`src/aes_pkg.sv`:
```
package aes_pkg;

  localparam int NUM_ROUNDS = 10;  // aes-128

  // one state or key, two views of the same 128 bits
  typedef union packed {
    logic [0:15][7:0] bytes;  // byte 0 in msb, fips-197 order
    logic [0:3][31:0] cols;   // column 0 in msb
  } aes_block_u;

  // byte offsets of the 32-bit registers
  localparam logic [7:0] REG_KEY0   = 8'h00;  // key words 0..3
  localparam logic [7:0] REG_PT0    = 8'h10;  // plaintext words 0..3
  localparam logic [7:0] REG_CTRL   = 8'h20;  // bit 0 starts a block
  localparam logic [7:0] REG_STATUS = 8'h24;  // bit 0 busy, bit 1 done
  localparam logic [7:0] REG_CT0    = 8'h30;  // ciphertext words 0..3

  localparam logic [1:0] RESP_OKAY   = 2'b00;
  localparam logic [1:0] RESP_SLVERR = 2'b10;

  // forward s-box, entry 0 leftmost
  localparam logic [0:255][7:0] SBOX = {
    128'h637c777bf26b6fc53001672bfed7ab76,
    128'hca82c97dfa5947f0add4a2af9ca472c0,
    128'hb7fd9326363ff7cc34a5e5f171d83115,
    128'h04c723c31896059a071280e2eb27b275,
    128'h09832c1a1b6e5aa0523bd6b329e32f84,
    128'h53d100ed20fcb15b6acbbe394a4c58cf,
    128'hd0efaafb434d338545f9027f503c9fa8,
    128'h51a3408f929d38f5bcb6da2110fff3d2,
    128'hcd0c13ec5f974417c4a77e3d645d1973,
    128'h60814fdc222a908846eeb814de5e0bdb,
    128'he0323a0a4906245cc2d3ac629195e479,
    128'he7c8376d8dd54ea96c56f4ea657aae08,
    128'hba78252e1ca6b4c6e8dd741f4bbd8b8a,
    128'h703eb5664803f60e613557b986c11d9e,
    128'he1f8981169d98e949b1e87e9ce5528df,
    128'h8ca1890dbfe6426841992d0fb054bb16
  };

  function automatic logic [7:0] sub_byte(input logic [7:0] b);
    return SBOX[b];  // table lookup
  endfunction

  // multiply by 2 in gf(2^8)
  function automatic logic [7:0] xtime(input logic [7:0] b);
    return {b[6:0], 1'b0} ^ (b[7] ? 8'h1b : 8'h00);  // reduce when top bit fell out
  endfunction

  function automatic logic [7:0] rcon(input logic [3:0] round);
    logic [7:0] rc;
    case (round)
      4'd1:    rc = 8'h01;
      4'd2:    rc = 8'h02;
      4'd3:    rc = 8'h04;
      4'd4:    rc = 8'h08;
      4'd5:    rc = 8'h10;
      4'd6:    rc = 8'h20;
      4'd7:    rc = 8'h40;
      4'd8:    rc = 8'h80;
      4'd9:    rc = 8'h1b;  // wraps through the polynomial
      4'd10:   rc = 8'h36;
      default: rc = 8'h00;  // no round 0 key step
    endcase
    return rc;
  endfunction

endpackage

```
`src/aes_block_if.sv`:
```
`timescale 1ns/1ps
interface aes_block_if;

  logic                start;       // one-cycle pulse, only while idle
  aes_pkg::aes_block_u key;
  aes_pkg::aes_block_u plaintext;
  logic                busy;        // rounds in progress
  logic                done;        // ciphertext valid
  aes_pkg::aes_block_u ciphertext;

  // register side
  modport host (output start, key, plaintext, input busy);

  // encryptor
  modport engine (input start, key, plaintext, output busy, done, ciphertext);

  // readback side
  modport monitor (input plaintext, busy, done, ciphertext);

endinterface

```
`src/aes_axil_read.sv`:
```
`timescale 1ns/1ps
module aes_axil_read #(
  parameter int ADDR_W = 8
) (
  input  logic              clk,
  input  logic              reset,
  input  logic [ADDR_W-1:0] araddr,
  input  logic              arvalid,
  output logic              arready,
  output logic [31:0]       rdata,
  output logic [1:0]        rresp,
  output logic              rvalid,
  input  logic              rready,
  aes_block_if.monitor      blk
);

  localparam logic [ADDR_W-1:0] KEY_A  = ADDR_W'(aes_pkg::REG_KEY0);
  localparam logic [ADDR_W-1:0] PT_A   = ADDR_W'(aes_pkg::REG_PT0);
  localparam logic [ADDR_W-1:0] CTRL_A = ADDR_W'(aes_pkg::REG_CTRL);
  localparam logic [ADDR_W-1:0] STAT_A = ADDR_W'(aes_pkg::REG_STATUS);
  localparam logic [ADDR_W-1:0] CT_A   = ADDR_W'(aes_pkg::REG_CT0);

  logic        accept;
  logic [1:0]  word;
  logic [31:0] rd_data;
  logic [1:0]  rd_resp;

  assign accept = arvalid && arready;
  assign word   = araddr[3:2];

  always_comb
  begin
    rd_data = '0;
    rd_resp = aes_pkg::RESP_OKAY;
    if (araddr[ADDR_W-1:4] == PT_A[ADDR_W-1:4])
      rd_data = blk.plaintext.cols[word];
    else if (araddr[ADDR_W-1:4] == CT_A[ADDR_W-1:4])
      rd_data = blk.ciphertext.cols[word];
    else if (araddr[ADDR_W-1:2] == STAT_A[ADDR_W-1:2])
      rd_data = {30'b0, blk.done, blk.busy};
    else if (araddr[ADDR_W-1:4] != KEY_A[ADDR_W-1:4]
             && araddr[ADDR_W-1:2] != CTRL_A[ADDR_W-1:2])
      rd_resp = aes_pkg::RESP_SLVERR;  // outside the map, data stays zero
  end

  always_ff @(posedge clk or negedge reset)
  begin
    if (!reset)
    begin
      arready <= 1'b0;
      rvalid  <= 1'b0;
    end
    else if (accept)
    begin
      arready <= 1'b0;  // one read outstanding
      rvalid  <= 1'b1;
    end
    else if (rvalid && rready)
    begin
      rvalid  <= 1'b0;
      arready <= 1'b1;
    end
    else if (!rvalid)
      arready <= 1'b1;  // first cycle out of reset
  end

  // held until the next acceptance
  always_ff @(posedge clk)
  begin
    if (accept)
    begin
      rdata <= rd_data;
      rresp <= rd_resp;
    end
  end

  a_r_stable: assert property (@(posedge clk) disable iff (!reset)
    rvalid && !rready |=> rvalid && $stable(rdata) && $stable(rresp));

endmodule

```
`src/flat_wrapper.sv`:
```
// flat-port wrapper written by rule: the top's interface ports become plain ports
module aes_axil_read_flat 
#(
  parameter int ADDR_W = 8
)
  (clk, reset, araddr, arvalid, arready, rdata, rresp, rvalid, rready, blk_plaintext, blk_busy, blk_done, blk_ciphertext);
  aes_block_if blk_i ();
  input  logic clk;
  input  logic reset;
  input  logic [ADDR_W-1:0] araddr;
  input  logic arvalid;
  output logic arready;
  output logic [31:0] rdata;
  output logic [1:0] rresp;
  output logic rvalid;
  input  logic rready;
  input wire logic [$bits(blk_i.plaintext)-1:0] blk_plaintext;
  input wire logic [$bits(blk_i.busy)-1:0] blk_busy;
  input wire logic [$bits(blk_i.done)-1:0] blk_done;
  input wire logic [$bits(blk_i.ciphertext)-1:0] blk_ciphertext;
  assign blk_i.plaintext = blk_plaintext;
  assign blk_i.busy = blk_busy;
  assign blk_i.done = blk_done;
  assign blk_i.ciphertext = blk_ciphertext;
  aes_axil_read #(.ADDR_W(ADDR_W)) u_core (.clk(clk), .reset(reset), .araddr(araddr), .arvalid(arvalid), .arready(arready), .rdata(rdata), .rresp(rresp), .rvalid(rvalid), .rready(rready), .blk(blk_i));
endmodule
```
`config.mk`:
```
export PLATFORM = sky130hd
export DESIGN_NAME = aes_axil_read_flat
export DESIGN_NICKNAME = d
export VERILOG_FILES = /design/src/aes_pkg.sv /design/src/aes_block_if.sv /design/src/aes_axil_read.sv /design/src/flat_wrapper.sv
export SDC_FILE = /design/constraint.sdc
export NUM_CORES = 1
export LEC_CHECK = 0
export BUFFER_PORTS_ARGS = -buffer_cell sky130_fd_sc_hd__buf_4
export CAP_MARGIN = 25
export CORE_AREA = 2 2 118 120
export CTS_CLUSTER_DIAMETER = 150
export DETAILED_ROUTE_END_ITERATION = 12
export DIE_AREA = 0 0 120 122
export GPL_TIMING_DRIVEN = 0
export HOLD_SLACK_MARGIN = 0.03
export SYNTH_ARGS = -nofsm -noshare
export SYNTH_HDL_FRONTEND = slang
export SYNTH_SLANG_ARGS = --single-unit
```
`constraint.sdc`:
```
create_clock -name clk -period 4.1 [get_ports clk]
set_clock_uncertainty 0.2 [all_clocks]
set_input_delay 0.205 -clock clk [delete_from_list [all_inputs] [get_ports clk]]
set_output_delay 0.205 -clock clk [all_outputs]
set_load 0.1 [all_outputs]
```
# Yosys cells after proc, flatten, opt, wreduce, memory -nomap -nowiden
# Index checks and enable logic that the tools add are counted.
[word_totals] reg_bits=36 input_bits=270 out_inout_bits=36 wordCells=32
[classes] n_lt_le_gt_ge=1 n_eq_ne=5 muxes=15 n_bitwise=1 n_reduce_logical=6
[ops] op="32-bit two-way mux" count=6
[ops] op="32-bit binary-select mux with 2-bit select" count=2
[ops] op="6-bit by 4-bit == test with 1-bit output, second input constant" count=1
[ops] op="6-bit by 4-bit inequality test with 1-bit output, second input constant" count=1
[ops] op="1-bit two-way mux" count=5
[ops] op="4-bit by 1-bit == test with 1-bit output, second input constant" count=1
[ops] op="4-bit by 2-bit == test with 1-bit output, second input constant" count=1
[ops] op="2-bit two-way mux" count=2
[ops] op="4-bit nonzero test" count=1
[ops] op="3-bit >= comparator, second input constant" count=1
[ops] op="1-bit logical AND" count=3
[ops] op="3-bit inequality test, second input constant" count=1
[ops] op="2-bit inverter with 3-bit output" count=1
[ops] op="3-bit OR reduction" count=1
[ops] op="2-bit nonzero test" count=1

# Depth between registers and ports, before layout
[depth] ltp_word=6 depth_mapped=5

# Worst setup path after synthesis
# OpenSTA, ideal clock, no wires.
[synth_path] path_kind="reg-to-reg" start="register u_core.arready" end="register u_core.rdata[0] (enable)" setup_time_ns=0.394 arrival_time_ns=1.889 t_required_ns=3.506 setup_slack_ns=1.616 path_stages_with_launch=2 n_path_buf=0 period_less_slack_ns=2.484 cell_sequence="dfrtp_1 and2_1"
[synth_via] elab_chain_cells=1
[synth_rtl] element="start: declaration" line="aes_axil_read.sv:9" text="output logic arready,"
[synth_rtl] element="start signal: assignment" line="aes_axil_read.sv:50" text="arready <= 1'b0;"
[synth_rtl] element="start signal: assignment" line="aes_axil_read.sv:55" text="arready <= 1'b0;"
[synth_rtl] element="start signal: assignment" line="aes_axil_read.sv:61" text="arready <= 1'b1;"
[synth_rtl] element="1-bit logical AND" line="aes_axil_read.sv:28" text="assign accept = arvalid && arready;"
[synth_rtl] element="via u_core.accept" line="aes_axil_read.sv:23" text="logic accept;"
[synth_rtl] element="end signal: assignment" line="aes_axil_read.sv:72" text="rdata <= rd_data;"
[synth_rtl] element="end: declaration" line="aes_axil_read.sv:10" text="output logic [31:0] rdata,"
# The timed path passes the listed nets, and every way through them passes these cells.
# A chain may end at the register's enable or synchronous reset.

# Worst setup path in the final report
[layout_path] start="register u_core.arready" end="register u_core.rdata[3] (enable)"
# The elaborated chain is that of the path after synthesis.

==> results by group <==
Status
  – Status: complete, no violations

Critical path
  – CP max stage delay: 740 ps
  – Largest fanout on the critical path: 35
  – Crit path kind: flip-flop to flip-flop
  – Endpoint type of the worst setup path: flip-flop
  – CP bufs+invs: 0
  – Kind of start point of the critical path: flip-flop
  – Family with the most delay on the worst path: simple AND/OR/NAND/NOR gates
  – CP max stage cell: sky130_fd_sc_hd__and2_2
  – Arrival time at the worst endpoint: 1380 ps
  – Critical path data required time: 3800 ps
  – Cells along the critical path: and2_2

Global routing
  – Wire length of the first global-routing pass: 19100 µm
  – Initial antenna violation count: 0
  – All-layer global routing usage: 17.13%
  – Largest net degree at the start of global routing: 36
  – Number of global-route vias before repair: 3472
  – Total gr overflow: 0

Place
  – # placed instances: 650
  – Half-perimeter wire length after placement: 11130 µm
  – DP Area: 0.005485 mm²
  – IO buf count: 300
  – Routability cong.: 0.8295

Synth
  – Netlist area before placement: 0.003007 mm²
  – Synthesized Nets: 440
  – Number of warning messages in the yosys log: 0
  – Post-synthesis cell count: 170
  – Sequential fraction of the synthesis area: 34.62%
  – FF+latch count, synth: 35
  – Netlist cell types: 19
  – Synthesized area per cell: 17.69 µm²

Die
  – Number of primary I/O pins: 306
  – Die Outline Area: 0.01464 mm²
  – Placeable core region: 0.01350 mm²
  – Height of the die: 122 µm
  – Number of placement rows: 43
  – Effective utilization at floorplan: 22.26%
  – Die X: 120 µm

Clock tree
  – TritonCTS Buffers: 5
  – Total clock sinks: 35
  – CTS H-tree depth: 2
  – CTS tree: built
  – Max Buffers Root-to-Sink: 2
  – Clock input transition at the sequential cells of the worst setup and hold paths: 50 ps
  – CTS Root Buffer Type: sky130_fd_sc_hd__clkbuf_16
  – Clock insertion delay at the later pin of the skew report: 270 ps

Timing
  – Max-slew violation count: 0
  – Maximum achievable frequency: 0.5927 GHz
  – Accumulated negative setup slack: 0 ps
  – Count of final setup violators: 0
  – Final worst path period share: 41.15%
  – Final hold vios: 0
  – Transition time at the pin with the least slew margin: 879.0 ps
  – Final critical path time including I/O delays and setup: 1687 ps
  – Unrepaired setup endpoints after global routing: false
  – Slew Limit Headroom: 41.40%

Routing
  – Per-cell via count in the routed design: 4.806
  – Mean routed wirelength per cell: 19.93 µm
  – Remaining number of nets flagged by the antenna check after routing: 0
  – Initial DRT Pass Iterations: 4
  – Initial drt markers: 143
  – DRC violation count after routing: 0
  – Routed wire length: 13150 µm
  – Routed via count: 3172

Pwr
  – Cell Pwr Density: 255.4 mW/mm²
  – Static leakage power: 0.002502 µW
  – Max IR drop VDD: 0.1093 mV

Layout
  – Filler instances: 1307
  – Antenna cells: 0
  – Fraction of layout cells with a size suffix above 1: 80.21%
  – Final Cell Area: 0.005643 mm²
  – Share of the core filled with cells in the final layout: 41.79%
  – Non-filler cells in the finished layout: 660
  – Final Net Count: 749
  – Signed area change from the synthesized netlist to the final layout: 87.68%

Hold path
  – Type of the tightest min-delay check: primary input to flip-flop

Job
  – Max-Cap Viols: 0
[cells in the mapped netlist]
cell type                   n  share of area, %
sky130_fd_sc_hd__nor2b_1    2              0.42
sky130_fd_sc_hd__mux4_2    64                48
sky130_fd_sc_hd__nor2_1     3              0.37
sky130_fd_sc_hd__and2_1     1              0.21
sky130_fd_sc_hd__nor4bb_1   1              0.33
sky130_fd_sc_hd__nand2_1    4              0.50
sky130_fd_sc_hd__buf_2      6               1.0
sky130_fd_sc_hd__buf_6      5               1.9
sky130_fd_sc_hd__nand2b_1   2              0.42
sky130_fd_sc_hd__buf_4      1              0.25
sky130_fd_sc_hd__nand4_1    2              0.42
sky130_fd_sc_hd__a22oi_1    2              0.50
sky130_fd_sc_hd__dfrtp_1    2               1.7
sky130_fd_sc_hd__buf_12     1              0.67
sky130_fd_sc_hd__conb_1     1              0.12
sky130_fd_sc_hd__edfxtp_1  33                33
sky130_fd_sc_hd__nor4b_2    1              0.50
sky130_fd_sc_hd__clkbuf_1   9               1.1
sky130_fd_sc_hd__a22o_1    30               8.7
[kinds of logic (layout without fill, tap and decap cells)]
family	count (synthesis)	after routing	synth area share [%]
flip-flops	35	35	34.62
multiplexers	64	64	47.94
buffers and inverters	22	332	4.910
other	1	1	0.1247
AO/OA/AOI/OAI	32	32	9.238
AND/OR/NAND/NOR	16	16	3.162
[power breakdown]
group          total [µW]  internal (µW)  switching [µW]  leakage, µW
clock                 362            224             137    0.0000679
combinational         645            311             334      0.00209
sequential            434            425            9.17     0.000347
total                1440            960             481      0.00250
[repair_timing]
action,4_1_cts,5_1_grt
hold buffers,2,0
setup buffers,0,0
hold endpoints to repair,3,0
gates resized for setup,0,0
[final timing paths]
path / cells after the start / slack, ps / to / startpoint
max in group asynchronous: 2 / 3560 / u_core.rvalid / reset
worst max register to register: 1 / 2410 / u_core.rdata[3] / u_core.arready
worst min register to register: 2 / 330 / u_core.arready / u_core.arready
worst min-delay path: 3 / 40 / u_core.rresp[1] / araddr[6]
worst max-delay path: 1 / 2410 / u_core.rdata[3] / u_core.arready
min in group asynchronous: 2 / 50 / u_core.arready / reset
[cell usage in the layout (no fill, tap or decap)]
master | synthesis | final
sky130_fd_sc_hd__nand2_1 | 4 | 4
sky130_fd_sc_hd__buf_4 | 1 | 301
sky130_fd_sc_hd__nor4bb_1 | 1 | 1
sky130_fd_sc_hd__nand2b_1 | 2 | 2
sky130_fd_sc_hd__buf_6 | 5 | 5
sky130_fd_sc_hd__clkinv_2 | 0 | 1
sky130_fd_sc_hd__a22o_1 | 30 | 30
sky130_fd_sc_hd__and2_2 | 0 | 1
sky130_fd_sc_hd__clkbuf_1 | 9 | 11
sky130_fd_sc_hd__nor2_1 | 3 | 3
sky130_fd_sc_hd__conb_1 | 1 | 1
sky130_fd_sc_hd__dfrtp_1 | 2 | 2
sky130_fd_sc_hd__nand4_1 | 2 | 2
sky130_fd_sc_hd__nor4b_2 | 1 | 1
sky130_fd_sc_hd__nor2b_1 | 2 | 2
sky130_fd_sc_hd__mux4_2 | 64 | 64
sky130_fd_sc_hd__buf_12 | 1 | 1
sky130_fd_sc_hd__clkbuf_16 | 0 | 5
sky130_fd_sc_hd__dlygate4sd3_1 | 0 | 2
sky130_fd_sc_hd__edfxtp_1 | 33 | 33
sky130_fd_sc_hd__a22oi_1 | 2 | 2
sky130_fd_sc_hd__buf_2 | 6 | 6
[metrics by stage]
step / setup WS, ps / total power [µW] / hold slack (ps)
2_1_floorplan: 1616 / 810.7 / -290.6
4_1_cts: 2355 / 1464 / 31.09
3_5_place_dp: 2117 / 1091 / -210.9
3_3_place_gp: 1847 / 1083 / -211.5
5_1_grt: 2289 / 1501 / 56.40
6_report: 2413 / 1441 / 37.86
[layer usage]
layer	track usage, %	share of wire (%)
met1	20.83	37
met3	2.762	7.1
met2	32.07	55
met5	0	0
met4	3.162	0.88
[sequential cells by signal, summed over array words and instances (netlist names)]
name	cells
u_core.rdata	32
u_core.rresp	1
u_core.rvalid	1
u_core.arready	1
[layout make-up]
class	count	area [µm²]	area share, %
multi-input cells	113	1819	32.24
flip-flops and latches	35	1041	18.45
plain buffers	22	147.6	2.616
clock buffers	7	132.6	2.350
repair buffers	302	2272	40.27
clock inverters	1	5.005	0.08869
well taps	180	225.2	3.991
(Power assumes the default switching activity.)
