### src/aes_pkg.sv
package aes_pkg;

  localparam int NUM_ROUNDS = 10;  // aes-128

  // one state or key, two views of the same 128 bits
  typedef union packed {
    logic [0:15][7:0] bytes;  // byte 0 in msb, fips-197 order
    logic [0:3][31:0] cols;   // column 0 in msb
  } aes_block_u;

  // byte offsets of the 32-bit registers
  localparam logic [7:0] REG_KEY0   = 8'h00;  // key words 0..3
  localparam logic [7:0] REG_PT0    = 8'h10;  // plaintext words 0..3
  localparam logic [7:0] REG_CTRL   = 8'h20;  // bit 0 starts a block
  localparam logic [7:0] REG_STATUS = 8'h24;  // bit 0 busy, bit 1 done
  localparam logic [7:0] REG_CT0    = 8'h30;  // ciphertext words 0..3

  localparam logic [1:0] RESP_OKAY   = 2'b00;
  localparam logic [1:0] RESP_SLVERR = 2'b10;

  // forward s-box, entry 0 leftmost
  localparam logic [0:255][7:0] SBOX = {
    128'h637c777bf26b6fc53001672bfed7ab76,
    128'hca82c97dfa5947f0add4a2af9ca472c0,
    128'hb7fd9326363ff7cc34a5e5f171d83115,
    128'h04c723c31896059a071280e2eb27b275,
    128'h09832c1a1b6e5aa0523bd6b329e32f84,
    128'h53d100ed20fcb15b6acbbe394a4c58cf,
    128'hd0efaafb434d338545f9027f503c9fa8,
    128'h51a3408f929d38f5bcb6da2110fff3d2,
    128'hcd0c13ec5f974417c4a77e3d645d1973,
    128'h60814fdc222a908846eeb814de5e0bdb,
    128'he0323a0a4906245cc2d3ac629195e479,
    128'he7c8376d8dd54ea96c56f4ea657aae08,
    128'hba78252e1ca6b4c6e8dd741f4bbd8b8a,
    128'h703eb5664803f60e613557b986c11d9e,
    128'he1f8981169d98e949b1e87e9ce5528df,
    128'h8ca1890dbfe6426841992d0fb054bb16
  };

  function automatic logic [7:0] sub_byte(input logic [7:0] b);
    return SBOX[b];  // table lookup
  endfunction

  // multiply by 2 in gf(2^8)
  function automatic logic [7:0] xtime(input logic [7:0] b);
    return {b[6:0], 1'b0} ^ (b[7] ? 8'h1b : 8'h00);  // reduce when top bit fell out
  endfunction

  function automatic logic [7:0] rcon(input logic [3:0] round);
    logic [7:0] rc;
    case (round)
      4'd1:    rc = 8'h01;
      4'd2:    rc = 8'h02;
      4'd3:    rc = 8'h04;
      4'd4:    rc = 8'h08;
      4'd5:    rc = 8'h10;
      4'd6:    rc = 8'h20;
      4'd7:    rc = 8'h40;
      4'd8:    rc = 8'h80;
      4'd9:    rc = 8'h1b;  // wraps through the polynomial
      4'd10:   rc = 8'h36;
      default: rc = 8'h00;  // no round 0 key step
    endcase
    return rc;
  endfunction

endpackage

### src/aes_block_if.sv
`timescale 1ns/1ps
interface aes_block_if;

  logic                start;       // one-cycle pulse, only while idle
  aes_pkg::aes_block_u key;
  aes_pkg::aes_block_u plaintext;
  logic                busy;        // rounds in progress
  logic                done;        // ciphertext valid
  aes_pkg::aes_block_u ciphertext;

  // register side
  modport host (output start, key, plaintext, input busy);

  // encryptor
  modport engine (input start, key, plaintext, output busy, done, ciphertext);

  // readback side
  modport monitor (input plaintext, busy, done, ciphertext);

endinterface

### src/aes_axil_write.sv
`timescale 1ns/1ps
module aes_axil_write #(
  parameter int ADDR_W = 8
) (
  input  logic              clk,
  input  logic              reset,
  input  logic [ADDR_W-1:0] awaddr,
  input  logic              awvalid,
  output logic              awready,
  input  logic [31:0]       wdata,
  input  logic [3:0]        wstrb,
  input  logic              wvalid,
  output logic              wready,
  output logic [1:0]        bresp,
  output logic              bvalid,
  input  logic              bready,
  aes_block_if.host         blk
);

  localparam logic [ADDR_W-1:0] KEY_A  = ADDR_W'(aes_pkg::REG_KEY0);
  localparam logic [ADDR_W-1:0] PT_A   = ADDR_W'(aes_pkg::REG_PT0);
  localparam logic [ADDR_W-1:0] CTRL_A = ADDR_W'(aes_pkg::REG_CTRL);
  localparam logic [ADDR_W-1:0] STAT_A = ADDR_W'(aes_pkg::REG_STATUS);
  localparam logic [ADDR_W-1:0] CT_A   = ADDR_W'(aes_pkg::REG_CT0);

  logic                accept;
  logic                is_key, is_pt, is_ctrl, is_stat, is_ct;
  logic                mapped;
  logic [1:0]          word;
  aes_pkg::aes_block_u key_q;
  aes_pkg::aes_block_u pt_q;

  assign accept  = awvalid && wvalid && !bvalid;  // aw and w taken together
  assign awready = accept;
  assign wready  = accept;

  assign word    = awaddr[3:2];                                // word inside a block
  assign is_key  = awaddr[ADDR_W-1:4] == KEY_A[ADDR_W-1:4];   // 4-word block
  assign is_pt   = awaddr[ADDR_W-1:4] == PT_A[ADDR_W-1:4];
  assign is_ct   = awaddr[ADDR_W-1:4] == CT_A[ADDR_W-1:4];    // read only, ok
  assign is_ctrl = awaddr[ADDR_W-1:2] == CTRL_A[ADDR_W-1:2];
  assign is_stat = awaddr[ADDR_W-1:2] == STAT_A[ADDR_W-1:2];  // read only, ok
  assign mapped  = is_key || is_pt || is_ctrl || is_stat || is_ct;

  // start dropped while a block runs, write still answers okay
  assign blk.start     = accept && is_ctrl && wdata[0] && !blk.busy;
  assign blk.key       = key_q;
  assign blk.plaintext = pt_q;

  always_ff @(posedge clk or negedge reset)
  begin
    if (!reset)
    begin
      key_q <= '0;
      pt_q  <= '0;
    end
    else if (accept)
    begin
      for (int k = 0; k < 4; k++)
      begin
        // lane 3 holds the lowest byte of the word
        if (wstrb[k] && is_key)
          key_q.bytes[4 * int'(word) + 3 - k] <= wdata[8*k +: 8];
        if (wstrb[k] && is_pt)
          pt_q.bytes[4 * int'(word) + 3 - k] <= wdata[8*k +: 8];
      end
    end
  end

  always_ff @(posedge clk or negedge reset)
  begin
    if (!reset)
    begin
      bvalid <= 1'b0;
      bresp  <= aes_pkg::RESP_OKAY;
    end
    else if (accept)
    begin
      bvalid <= 1'b1;  // response one cycle after acceptance
      bresp  <= mapped ? aes_pkg::RESP_OKAY : aes_pkg::RESP_SLVERR;
    end
    else if (bready)
      bvalid <= 1'b0;
  end

  a_bresp_hold: assert property (@(posedge clk) disable iff (!reset)
    bvalid && !bready |=> bvalid && $stable(bresp));

  // a start is seen by the core as busy on the next cycle
  a_start_idle: assert property (@(posedge clk) disable iff (!reset)
    blk.start |-> !blk.busy ##1 blk.busy);

endmodule

### src/flat_wrapper.sv
// flat-port wrapper written by rule: the top's interface ports become plain ports
module aes_axil_write_flat 
#(
  parameter int ADDR_W = 8
)
  (clk, reset, awaddr, awvalid, awready, wdata, wstrb, wvalid, wready, bresp, bvalid, bready, blk_start, blk_key, blk_plaintext, blk_busy);
  aes_block_if blk_i ();
  input  logic clk;
  input  logic reset;
  input  logic [ADDR_W-1:0] awaddr;
  input  logic awvalid;
  output logic awready;
  input  logic [31:0] wdata;
  input  logic [3:0] wstrb;
  input  logic wvalid;
  output logic wready;
  output logic [1:0] bresp;
  output logic bvalid;
  input  logic bready;
  output wire logic [$bits(blk_i.start)-1:0] blk_start;
  output wire logic [$bits(blk_i.key)-1:0] blk_key;
  output wire logic [$bits(blk_i.plaintext)-1:0] blk_plaintext;
  input wire logic [$bits(blk_i.busy)-1:0] blk_busy;
  assign blk_start = blk_i.start;
  assign blk_key = blk_i.key;
  assign blk_plaintext = blk_i.plaintext;
  assign blk_i.busy = blk_busy;
  aes_axil_write #(.ADDR_W(ADDR_W)) u_core (.clk(clk), .reset(reset), .awaddr(awaddr), .awvalid(awvalid), .awready(awready), .wdata(wdata), .wstrb(wstrb), .wvalid(wvalid), .wready(wready), .bresp(bresp), .bvalid(bvalid), .bready(bready), .blk(blk_i));
endmodule
### config.mk
export PLATFORM = sky130hd
export DESIGN_NAME = aes_axil_write_flat
export DESIGN_NICKNAME = d
export VERILOG_FILES = /design/src/aes_pkg.sv /design/src/aes_block_if.sv /design/src/aes_axil_write.sv /design/src/flat_wrapper.sv
export SDC_FILE = /design/constraint.sdc
export NUM_CORES = 1
export LEC_CHECK = 0
export BUFFER_PORTS_ARGS = -buffer_cell sky130_fd_sc_hd__buf_2
export CORE_MARGIN = 2
export CORE_UTILIZATION = 34
export DETAILED_ROUTE_END_ITERATION = 12
export HOLD_SLACK_MARGIN = 0.12
export PLACE_DENSITY = 0.68
export SLEW_MARGIN = 20
export SYNTH_ARGS = -nofsm -noshare
export SYNTH_HDL_FRONTEND = slang
export SYNTH_SLANG_ARGS = --single-unit
### constraint.sdc
create_clock -name clk -period 5.51 [get_ports clk]
set_input_delay 1.102 -clock clk [delete_from_list [all_inputs] [get_ports clk]]
set_output_delay 1.102 -clock clk [all_outputs]
set_load 0.03 [all_outputs]
Word level (Yosys, flattened, before mapping)

Cells that the tools add are included.
Widths: inputs -> output; s select.

Output and inout port bits: 262
Logic and storage cells: 82
Register bits: 259
Bits of input ports: 50

$add $sub $neg: 4
Muxes and demuxes: 33
Bitwise operators: 4
$lt $le $gt $ge: 8
Reductions and logical operators: 25
Equality and inequality tests: 4

Operator list:

| kind                  | count |
|---|---|
| $mux 128              | 14 |
| $bwmux 128            | 8 |
| $demux 8 s4           | 4 |
| $ge 32x5->1 const B   | 4 |
| $lt 32x1->1 const B   | 4 |
| $not 32->32           | 4 |
| $sub 32x3->32 const B | 2 |
| $mux 8                | 4 |
| $sub 32x2->32 const B | 1 |
| $logic_and 1x1->1     | 17 |
| $eq 6x4->1 const B    | 2 |
| $add 4x2->5 const B   | 1 |
| $eq 4x1->1 const B    | 1 |
| $eq 4x2->1 const B    | 1 |
| $logic_not 4->1       | 1 |
| $logic_or 1x1->1      | 4 |
| $logic_not 1->1       | 2 |
| $mux 1                | 2 |
| $mux 2                | 1 |
| $reduce_bool 2->1     | 1 |

Logic depth before layout (Yosys ltp)

Gate-level depths: netlist of run 1.

Depth in word-level cells: 17
Depth in mapped cells: 5
Depth with buffers taken out: 3

Least setup slack after synthesis of run 1

No wires, ideal clock.

Path type: in2out
Start point: input awaddr[2]
End point: output blk_start
Buffers on the path: 3
Arrival time: 2.369 ns
Stages on the path: 4
Path slack: 2.039 ns
Required time: 4.408 ns
Path through: buf_2 -> buf_2 -> buf_2 -> nor3_1

Word-level cells in the longest chain between the ends: 4

RTL lines:

| what                           | line                 | text |
|---|---|---|
| from (decl)                    | flat_wrapper.sv:10   | `input logic [ADDR_W-1:0] awaddr;` |
| $eq 6x4->1                     | aes_axil_write.sv:41 | `assign is_ctrl = awaddr[ADDR_W-1:2] == CTRL_A[ADDR_W-1:2];` |
| $logic_and 1x1->1 (3 in a row) | aes_axil_write.sv:46 | `assign blk.start = accept && is_ctrl && wdata[0] && !blk.busy;` |
| to (decl)                      | flat_wrapper.sv:20   | `output wire logic [$bits(blk_i.start)-1:0] blk_start;` |

Every way passes these cells.

Worst setup path after layout of run 1

Same ends and word-level chain as after synthesis.

==> impl_metrics.ini, run 1 <==
[sta]
finalCriticalPeriod_ps = 3380
relSlewSlack_pct = 30.9
rsz0062_at_grt = no
timing.final.crit_share_pct = 61.3
fmax_mhz = 296
fin_skew_ps = 8.84
slew_violations = 0
tns_ps = 0
worst_pin_slew_ps = 1040
finalHoldViolCount = 0
setup_violations = 0
hold_ws_ps = 493

[cts]
cts.sinks = 258
cts_hold_repair.buffers = 0
root_buffer = clkbuf_16
clock_latency_ps = 520
cts_resized = 0
cts.htree.levels = 1
clk_path_buf_depth = 3
path_clk_slew_ps = 60
cts_inserted_buffers = 27
post_cts_buffers = 0
tritoncts = yes

[cells_and_area]
final-seq-area_um2 = 6460
syn2layout_area_growth_pct = 28.4
final_util_pct = 44.0
finalNetCount = 965
fillers = 2649
multi_input_area_um2 = 3500
drive_gt1_share_pct = 67.0

[global_routing]
grt_max_degree = 110
grt_use_total_pct = 16.2
grt-ovfl-total = 0
first_global_vias = 6348
grt_pass1_wl_um = 38600
antenna_found_initial = 2

[min_path]
hold_class = reg -> reg
min_from = u_core.blk.key[34]

[synth]
ys_seq_area_share_pct = 64.0
synth_area_per_cell_um2 = 17.0
ys_warn_count = 0
synth.cell_area_um2 = 10100
yosysUniqueCellTypes = 28
synth_cells = 593
synth_nets = 643
ys.flop_type = dfrtp_1
yosys_register_bits = 258
synthArstFlopShare_pct = 100
synth-edff-count = 0

[floorplanning]
initial_core_util_pct = 34.3
die_w_um = 176
die_area_um2 = 31100
num_rows = 63
coreArea_um2 = 29400
top_level_ports = 312
chipHeight_um = 176

[critical_path]
critPathArrivalTime_ps = 2280
cp_common_cell = buf_2
cp_max_fo = 33
endpoint = blk_start
r2r_slack_ps = 2750
crit_path_cell_trace = buf_2, nor3_1, buf_2
r2r-end = u_core.blk.key[32]
crit_type = in -> out
cpPeakStageDelay_ps = 770
cp-end-kind = primary output
crit_path_start = awaddr[2]
reg2reg_from = u_core.bvalid
cp_data_required_time_ps = 4410
crit_slowest_cell = buf_2
worst-r2r-cell-count = 3
cp-start-kind = input port

[power_and_ir_drop]
cellLeakagePower_nw = 7.25
p_per_area_nw_per_um2 = 327
irDropWorstVdd_mv = 0.245

[route]
routedWlPerCell_um = 19.5
dr.pass1.iters = 4
ant_nets = 0
vias_per_cell = 4.74
drt_wl_total_um = 25800
drtIter0Drc = 221
dr_total_vias = 6289
drc = 0

[run]
maxCapViolations = 0

[place]
place_congestion = 0.732
place.detailed.hpwl_um = 17800
io_buffers = 308

[status]
status = finished, final reports clean
## power by group
part	switching, W	total [W]	internal, W
clock network	0.000717	0.00179	0.00108
registers	0.0000369	0.00201	0.00197
logic	0.000305	0.000433	0.000127
## flip-flops by register name, summed over array words and instances, names as in the netlist
signal and count:
u_core.blk.plaintext 128, u_core.blk.key 128, u_core.bresp 1, u_core.bvalid 1
## through the flow
step           setup WS [ps]  power (W)  instances  cell area [um2]
6_report                2130    0.00423       1326            12900
5_1_grt                 2090    0.00440       1325            12900
4_1_cts                 2150    0.00429       1324            12900
3_5_place_dp            1970    0.00248       1276            12100
3_3_place_gp            2010    0.00247       1276            12100
2_1_floorplan           2040    0.00229        593            10100
## layout by cell type, fill, tap and decap left out, drive strengths merged, types with 2 or more instances in the layout
cell,count
mux2,256
buf,312
clkinv,4
clkbuf,43
diode,2
o21ai,2
or3b,4
dfrtp,258
inv,3
nor3b,4
nand4,16
nor4,16
## cell families (layout without fill, tap and decap cells)
kind of cell           after synthesis  count (layout)  synth area share (%)
AOI/OAI and AO/OA                    3               3                 0.186
buffers and inverters               22             363                  1.23
DFF                                258             258                  64.0
muxes                              256             256                  28.6
other                                1               3                0.0372
and+or+nand+nor                     53              53                  5.93
## synthesized netlist by cell type (2+ instances only)
library cell	n	area [um2]
clkbuf_1	3	11.3
mux2_2	255	2870
or3b_1	4	35.0
inv_1	3	11.3
o21ai_0	2	10.0
nor4_4	16	340
dfrtp_1	258	6460
nand4_1	16	100
buf_4	6	45.0
buf_2	9	45.0
nor3b_1	4	30.0
## cell type report
cell class / count / share of cell area, %
Sequential cell: 258 / 49.9
Multi-Input combinational cell: 313 / 27.1
Timing Repair Buffer: 312 / 12.3
Clock buffer: 43 / 6.46
Tap cell: 390 / 3.77
Clock inverter: 5 / 0.387
Inverter: 3 / 0.0870
Antenna cell: 2 / 0.0387
## worst min-delay path by stage
stage	endpoint	slack [ps]	cells after the start
after CTS	u_core.blk.key[34]	490	1
final	u_core.blk.key[34]	490	1
after global routing	u_core.blk.key[44]	510	1
after detailed placement	u_core.blk.key[34]	470	1
after floorplan	u_core.bresp[1]	650	2
after global placement	u_core.blk.key[34]	480	1
## critical path: cells and delay by family
kind / cells / cell delay [ps]
AND/OR/NAND/NOR: 1 / 150
buffers and inverters: 2 / 1010
## metal layers
metal | GRT usage, % | wire length, um | part of all wire (%) | up-vias
li1 | - | - | - | 2816
met4 | 3.82 | 439 | 1.7 | 0
met5 | 0 | 0 | 0 | -
met2 | 27.5 | 12600 | 49 | 207
met1 | 20.8 | 11000 | 43 | 3235
met3 | 4.07 | 1810 | 7.0 | 31
No activity file was read; power rests on OpenSTA's default activity.
==> run 2: changes to the inputs <==
- clock period: 5.51 -> 3.5 ns (I/O delays scaled with it)
==> run 2 against run 1 <==
Effect of this change:
- final area grew 1.8%
- die area is the same
- clock power grew 61%
- power grew 59%
- count of clock-buffer cells in the layout shrank 8
- worst setup slack lost 1200 ps
- via count grew 2.3%
- critical path depth grew 1
- core utilization grew 0.80 points
- critical path type is now reg -> out
==> impl_metrics.ini, run 2 (synthesized netlist as in run 1, its figures left out) <==
[cts]
post_cts_buffers = 0
path_clk_slew_ps = 70
cts.htree.levels = 1
cts.sinks = 258
cts_hold_repair.buffers = 0
cts_inserted_buffers = 27
cts_resized = 0
root_buffer = clkbuf_16
tritoncts = yes
clock_latency_ps = 540
clk_path_buf_depth = 3

[global_routing]
grt_use_total_pct = 16.4
grt_use_met3_pct = 3.83
antenna_found_initial = 4
grt_max_degree = 81
use_met2_pct = 27.7
grtUsageMet1_pct = 21.1
grt_pass1_wl_um = 39100
grt-ovfl-total = 0
gr-max-usage-layer = met2
first_global_vias = 6547

[sta]
setup_violations = 0
worst_pin_slew_ps = 858
tns_ps = 0
slew_violations = 0
fmax_mhz = 390
finalHoldViolCount = 0
fin_skew_ps = 22.2
timing.final.crit_share_pct = 73.3
relSlewSlack_pct = 42.8
finalCriticalPeriod_ps = 2560
rsz0062_at_grt = no

[cells_and_area]
finalNetCount = 990
syn2layout_area_growth_pct = 30.7
drive_gt1_share_pct = 68.3
layout_commonest_cell = buf_2
final_cell_mix = 307 x buf_2, 258 x dfrtp_1, 255 x mux2_2
fillers = 2651

[power_and_ir_drop]
cellLeakagePower_nw = 7.35
power_w = 0.00674
p_per_area_nw_per_um2 = 511
irDropWorstVdd_mv = 0.329

[route]
routedWlPerCell_um = 19.1
drt_wl_total_um = 25900
drtIter0Drc = 215
dr_total_vias = 6431
dr.pass1.iters = 4
vias_per_cell = 4.75
drc = 0
ant_nets = 0

[place]
place_congestion = 0.728
place.detailed.hpwl_um = 18100
io_buffers = 308

[floorplanning]
chipHeight_um = 176
die_area_um2 = 31100
die_w_um = 176
num_rows = 63
initial_core_util_pct = 34.3
coreArea_um2 = 29400
top_level_ports = 312

[critical_path]
critPathArrivalTime_ps = 1860
crit_type = reg -> out
crit_path_cell_trace = nand4bb_1, buf_4, nor3_1, buf_2
crit_buf_inv = 2
cp_max_fo = 9
cpPeakStageDelay_ps = 460
crit_slowest_cell = dfrtp_1
cp-start-kind = flip-flop
cp_data_required_time_ps = 2800
cp-end-kind = primary output
crit_family = buffers and inverters

[status]
status = finished, final reports clean

[min_path]
hold_class = in -> async

[run]
maxCapViolations = 0
## run 2: cell types whose count changed in the layout (fill, tap and decap cells not counted)
cell,delta
clkinv_2,-3
clkbuf_1,-4
bufinv_16,+1
inv_6,+3
clkbuf_8,-4
diode_2,+2
buf_12,+1
buf_4,+24
clkinvlp_4,+8
## run 2: path summary, 6_finish.rpt
| kind | end | cells after the start | from | slack [ps] |
|---|---|---|---|---|
| setup / recovery | blk_start | 4 | u_core.bvalid | 940 |
| hold / removal | u_core.blk.plaintext[6] | 1 | reset | 150 |
| setup reg to reg | u_core.blk.plaintext[112] | 4 | u_core.bvalid | 1350 |
| hold reg to reg | u_core.bresp[1] | 2 | u_core.bresp[1] | 480 |
| max in group asynchronous | u_core.blk.key[3] | 2 | reset | 2440 |
| min in group clk | u_core.bvalid | 2 | bready | 330 |
## run 2: worst reg2reg max path: stages (launching register included)
cell	delay (ps)
dfrtp_1	460
nand4bb_1	210
buf_4	230
nor4_4	710
mux2_2	420
## run 2: layout make-up
class	count	area, um2	area share [%]
clock buffers	35	766	5.81
repair buffers	337	1790	13.6
flip-flops and latches	258	6460	49.0
multi-input cells	313	3500	26.6
diodes	4	10.0	0.0759
clock inverters	14	151	1.15
well taps	390	488	3.70
inverters	3	11.3	0.0854
## run 2: metal layers
metal | vias up | wire [um]
li1 | 2879 | -
met1 | 3314 | 11100
met2 | 208 | 12700
met3 | 30 | 1580
met4 | 0 | 558
met5 | - | 0
## run 2: through the flow
| stage | std cells | setup WS [ps] | util (%) | instance area [um2] | hold slack (ps) |
|---|---|---|---|---|---|
| 6_report | 1354 | 936 | 44.8 | 13200 | 150 |
| 5_1_grt | 1353 | 836 | 44.8 | 13200 | 188 |
| 4_1_cts | 1350 | 900 | 44.8 | 13200 | 150 |
| 3_5_place_dp | 1301 | 705 | 41.7 | 12300 | 475 |
| 3_3_place_gp | 1301 | 738 | 41.7 | 12300 | 464 |
| 2_1_floorplan | 593 | 833 | - | 10100 | 404 |
## run 2: where the power goes
part	switching (W)	leakage, nW	internal [W]
Clock	0.00119	0.425	0.00170
Sequential	0.0000580	3.57	0.00310
Combinational	0.000481	3.36	0.000205
==> run 3: changes to the inputs <==
- clock period: 3.5 -> 2.6 ns (I/O delays scaled with it)
==> run 3 against run 2 <==
Effect of this change:
- via count increased by 1.7%
- sequential cell count unchanged
- cell count increased by 1.8%
- first-iteration DRC count increased by 18%
- count of clock-buffer cells in the layout increased by 7
- wire length increased by 2.0%
- largest power group unchanged
- highest routed layer unchanged
==> impl_metrics.ini, run 3 (synthesized netlist as in run 1, its figures left out) <==
[global_routing]
grtUsageMet1_pct = 22.3
first_global_vias = 6560
grt_max_degree = 79
gr-max-usage-layer = met2
use_met2_pct = 27.5
grt_use_total_pct = 16.7
grt-ovfl-total = 0
grt_pass1_wl_um = 39900
antenna_found_initial = 4
grt_use_met3_pct = 3.62

[floorplanning]
coreArea_um2 = 29400
die_area_um2 = 31100
die_w_um = 176
top_level_ports = 312
chipHeight_um = 176
num_rows = 63
initial_core_util_pct = 34.3

[critical_path]
critPathArrivalTime_ps = 1870
r2r_slack_ps = 730
cp_data_required_time_ps = 2080
crit_type = reg -> out
cp_max_fo = 9
cp-end-kind = primary output
cp-start-kind = flip-flop

[power_and_ir_drop]
seqPwrFrac_pct = 46.7
p_clk_share_pct = 43.0
sw_frac_of_total_pct = 25.1
switchingPower_w = 0.00229
cellLeakagePower_nw = 7.50
pwr-share-comb_pct = 10.4
p_int_w = 0.00682
p_per_area_nw_per_um2 = 682
irDropWorstVdd_mv = 0.538

[sta]
worst_pin_slew_ps = 644
finalHoldViolCount = 0
relSlewSlack_pct = 57.0
slew_violations = 0
fin_skew_ps = 5.25
timing.final.crit_share_pct = 91.9
tns_ps = 0
fmax_mhz = 418
rsz0062_at_grt = no
finalCriticalPeriod_ps = 2390
setup_violations = 0

[status]
status = finished, final reports clean

[cells_and_area]
final_cell_mix = 307 x buf_2, 258 x dfrtp_1, 255 x mux2_2
layout_commonest_cell = buf_2
fin_area_um2 = 13400
finalNetCount = 1014
drive_gt1_share_pct = 68.3
syn2layout_area_growth_pct = 32.6

[cts]
post_cts_buffers = 0
clock_latency_ps = 540
cts.htree.levels = 1
cts_inserted_buffers = 28
cts_hold_repair.buffers = 1
root_buffer = clkbuf_16
cts_resized = 0
path_clk_slew_ps = 60
cts.sinks = 258
clk_path_buf_depth = 3
tritoncts = yes

[min_path]
hold_class = in -> reg

[place]
dpl_cell_area_um2 = 12400
place_congestion = 0.742
io_buffers = 308
place.detailed.hpwl_um = 18700

[route]
routedWlPerCell_um = 19.1
dr.pass1.iters = 4
ant_nets = 0
drt_wl_total_um = 26400
drc = 0
dr_total_vias = 6542
vias_per_cell = 4.74
drtIter0Drc = 253

[run]
maxCapViolations = 0
[run 3: cell types whose count changed in the layout (fill, tap and decap cells not counted), sizes merged]
| cell | delta |
|---|---|
| inv | -2 |
| clkinv | +5 |
| dlygate4sd3 | +1 |
| buf | +22 |
| clkinvlp | -8 |
| clkbuf | +7 |
[run 3: critical path: stages, from the launching register on]
cell       delay, ps
dfrtp_1          450
nand4bb_1        200
buf_4            230
nor3_1           190
buf_2            250
[run 3: power groups by stage]
stage	sequential, W	combinational [W]	clock (W)
floorplan	0.00464	0.000219	0
global placement	0.00432	0.000948	0
detailed placement	0.00433	0.000958	0
CTS	0.00425	0.000961	0.00404
global route	0.00427	0.00101	0.00422
finish	0.00425	0.000944	0.00391
[run 3: metrics by stage]
step / hold slack [ps] / utilization, % / std cells / power [W] / setup slack [ps]
finish: 171 / 45.5 / 1379 / 0.00911 / 210
floorplan: 224 / - / 593 / 0.00486 / 293
global placement: 480 / 42.3 / 1323 / 0.00527 / 354
detailed placement: 476 / 42.3 / 1323 / 0.00528 / 336
global route: 173 / 45.5 / 1378 / 0.00950 / 82.0
CTS: 141 / 45.4 / 1375 / 0.00925 / 189
[run 3: path summary, 6_finish.rpt]
check                           startpoint                  to  cells after the start
setup / recovery             u_core.bvalid           blk_start                      4
hold reg to reg            u_core.bresp[1]     u_core.bresp[1]                      2
min in group asynchronous            reset  u_core.blk.key[65]                      2
setup reg to reg             u_core.bvalid  u_core.blk.key[77]                      4
hold / removal                      bready       u_core.bvalid                      2
max in group asynchronous            reset  u_core.blk.key[16]                      3
[run 3: area by class of cell]
class	instances	area, um2
Timing Repair Buffer	360	1980
Multi-Input combinational cell	313	3500
Tap cell	390	488
Fill cell	2684	16000
Clock buffer	42	815
Sequential cell	258	6460
Clock inverter	9	103
Inverter	3	11.3
Antenna cell	4	10.0
[run 3: per-layer routing]
layer	wire length [um]	share of wire (%)	vias to the layer above
met2	12700	48	214
li1	-	-	2928
met5	0	0	-
met1	11400	43	3360
met4	585	2.2	0
met3	1680	6.4	40
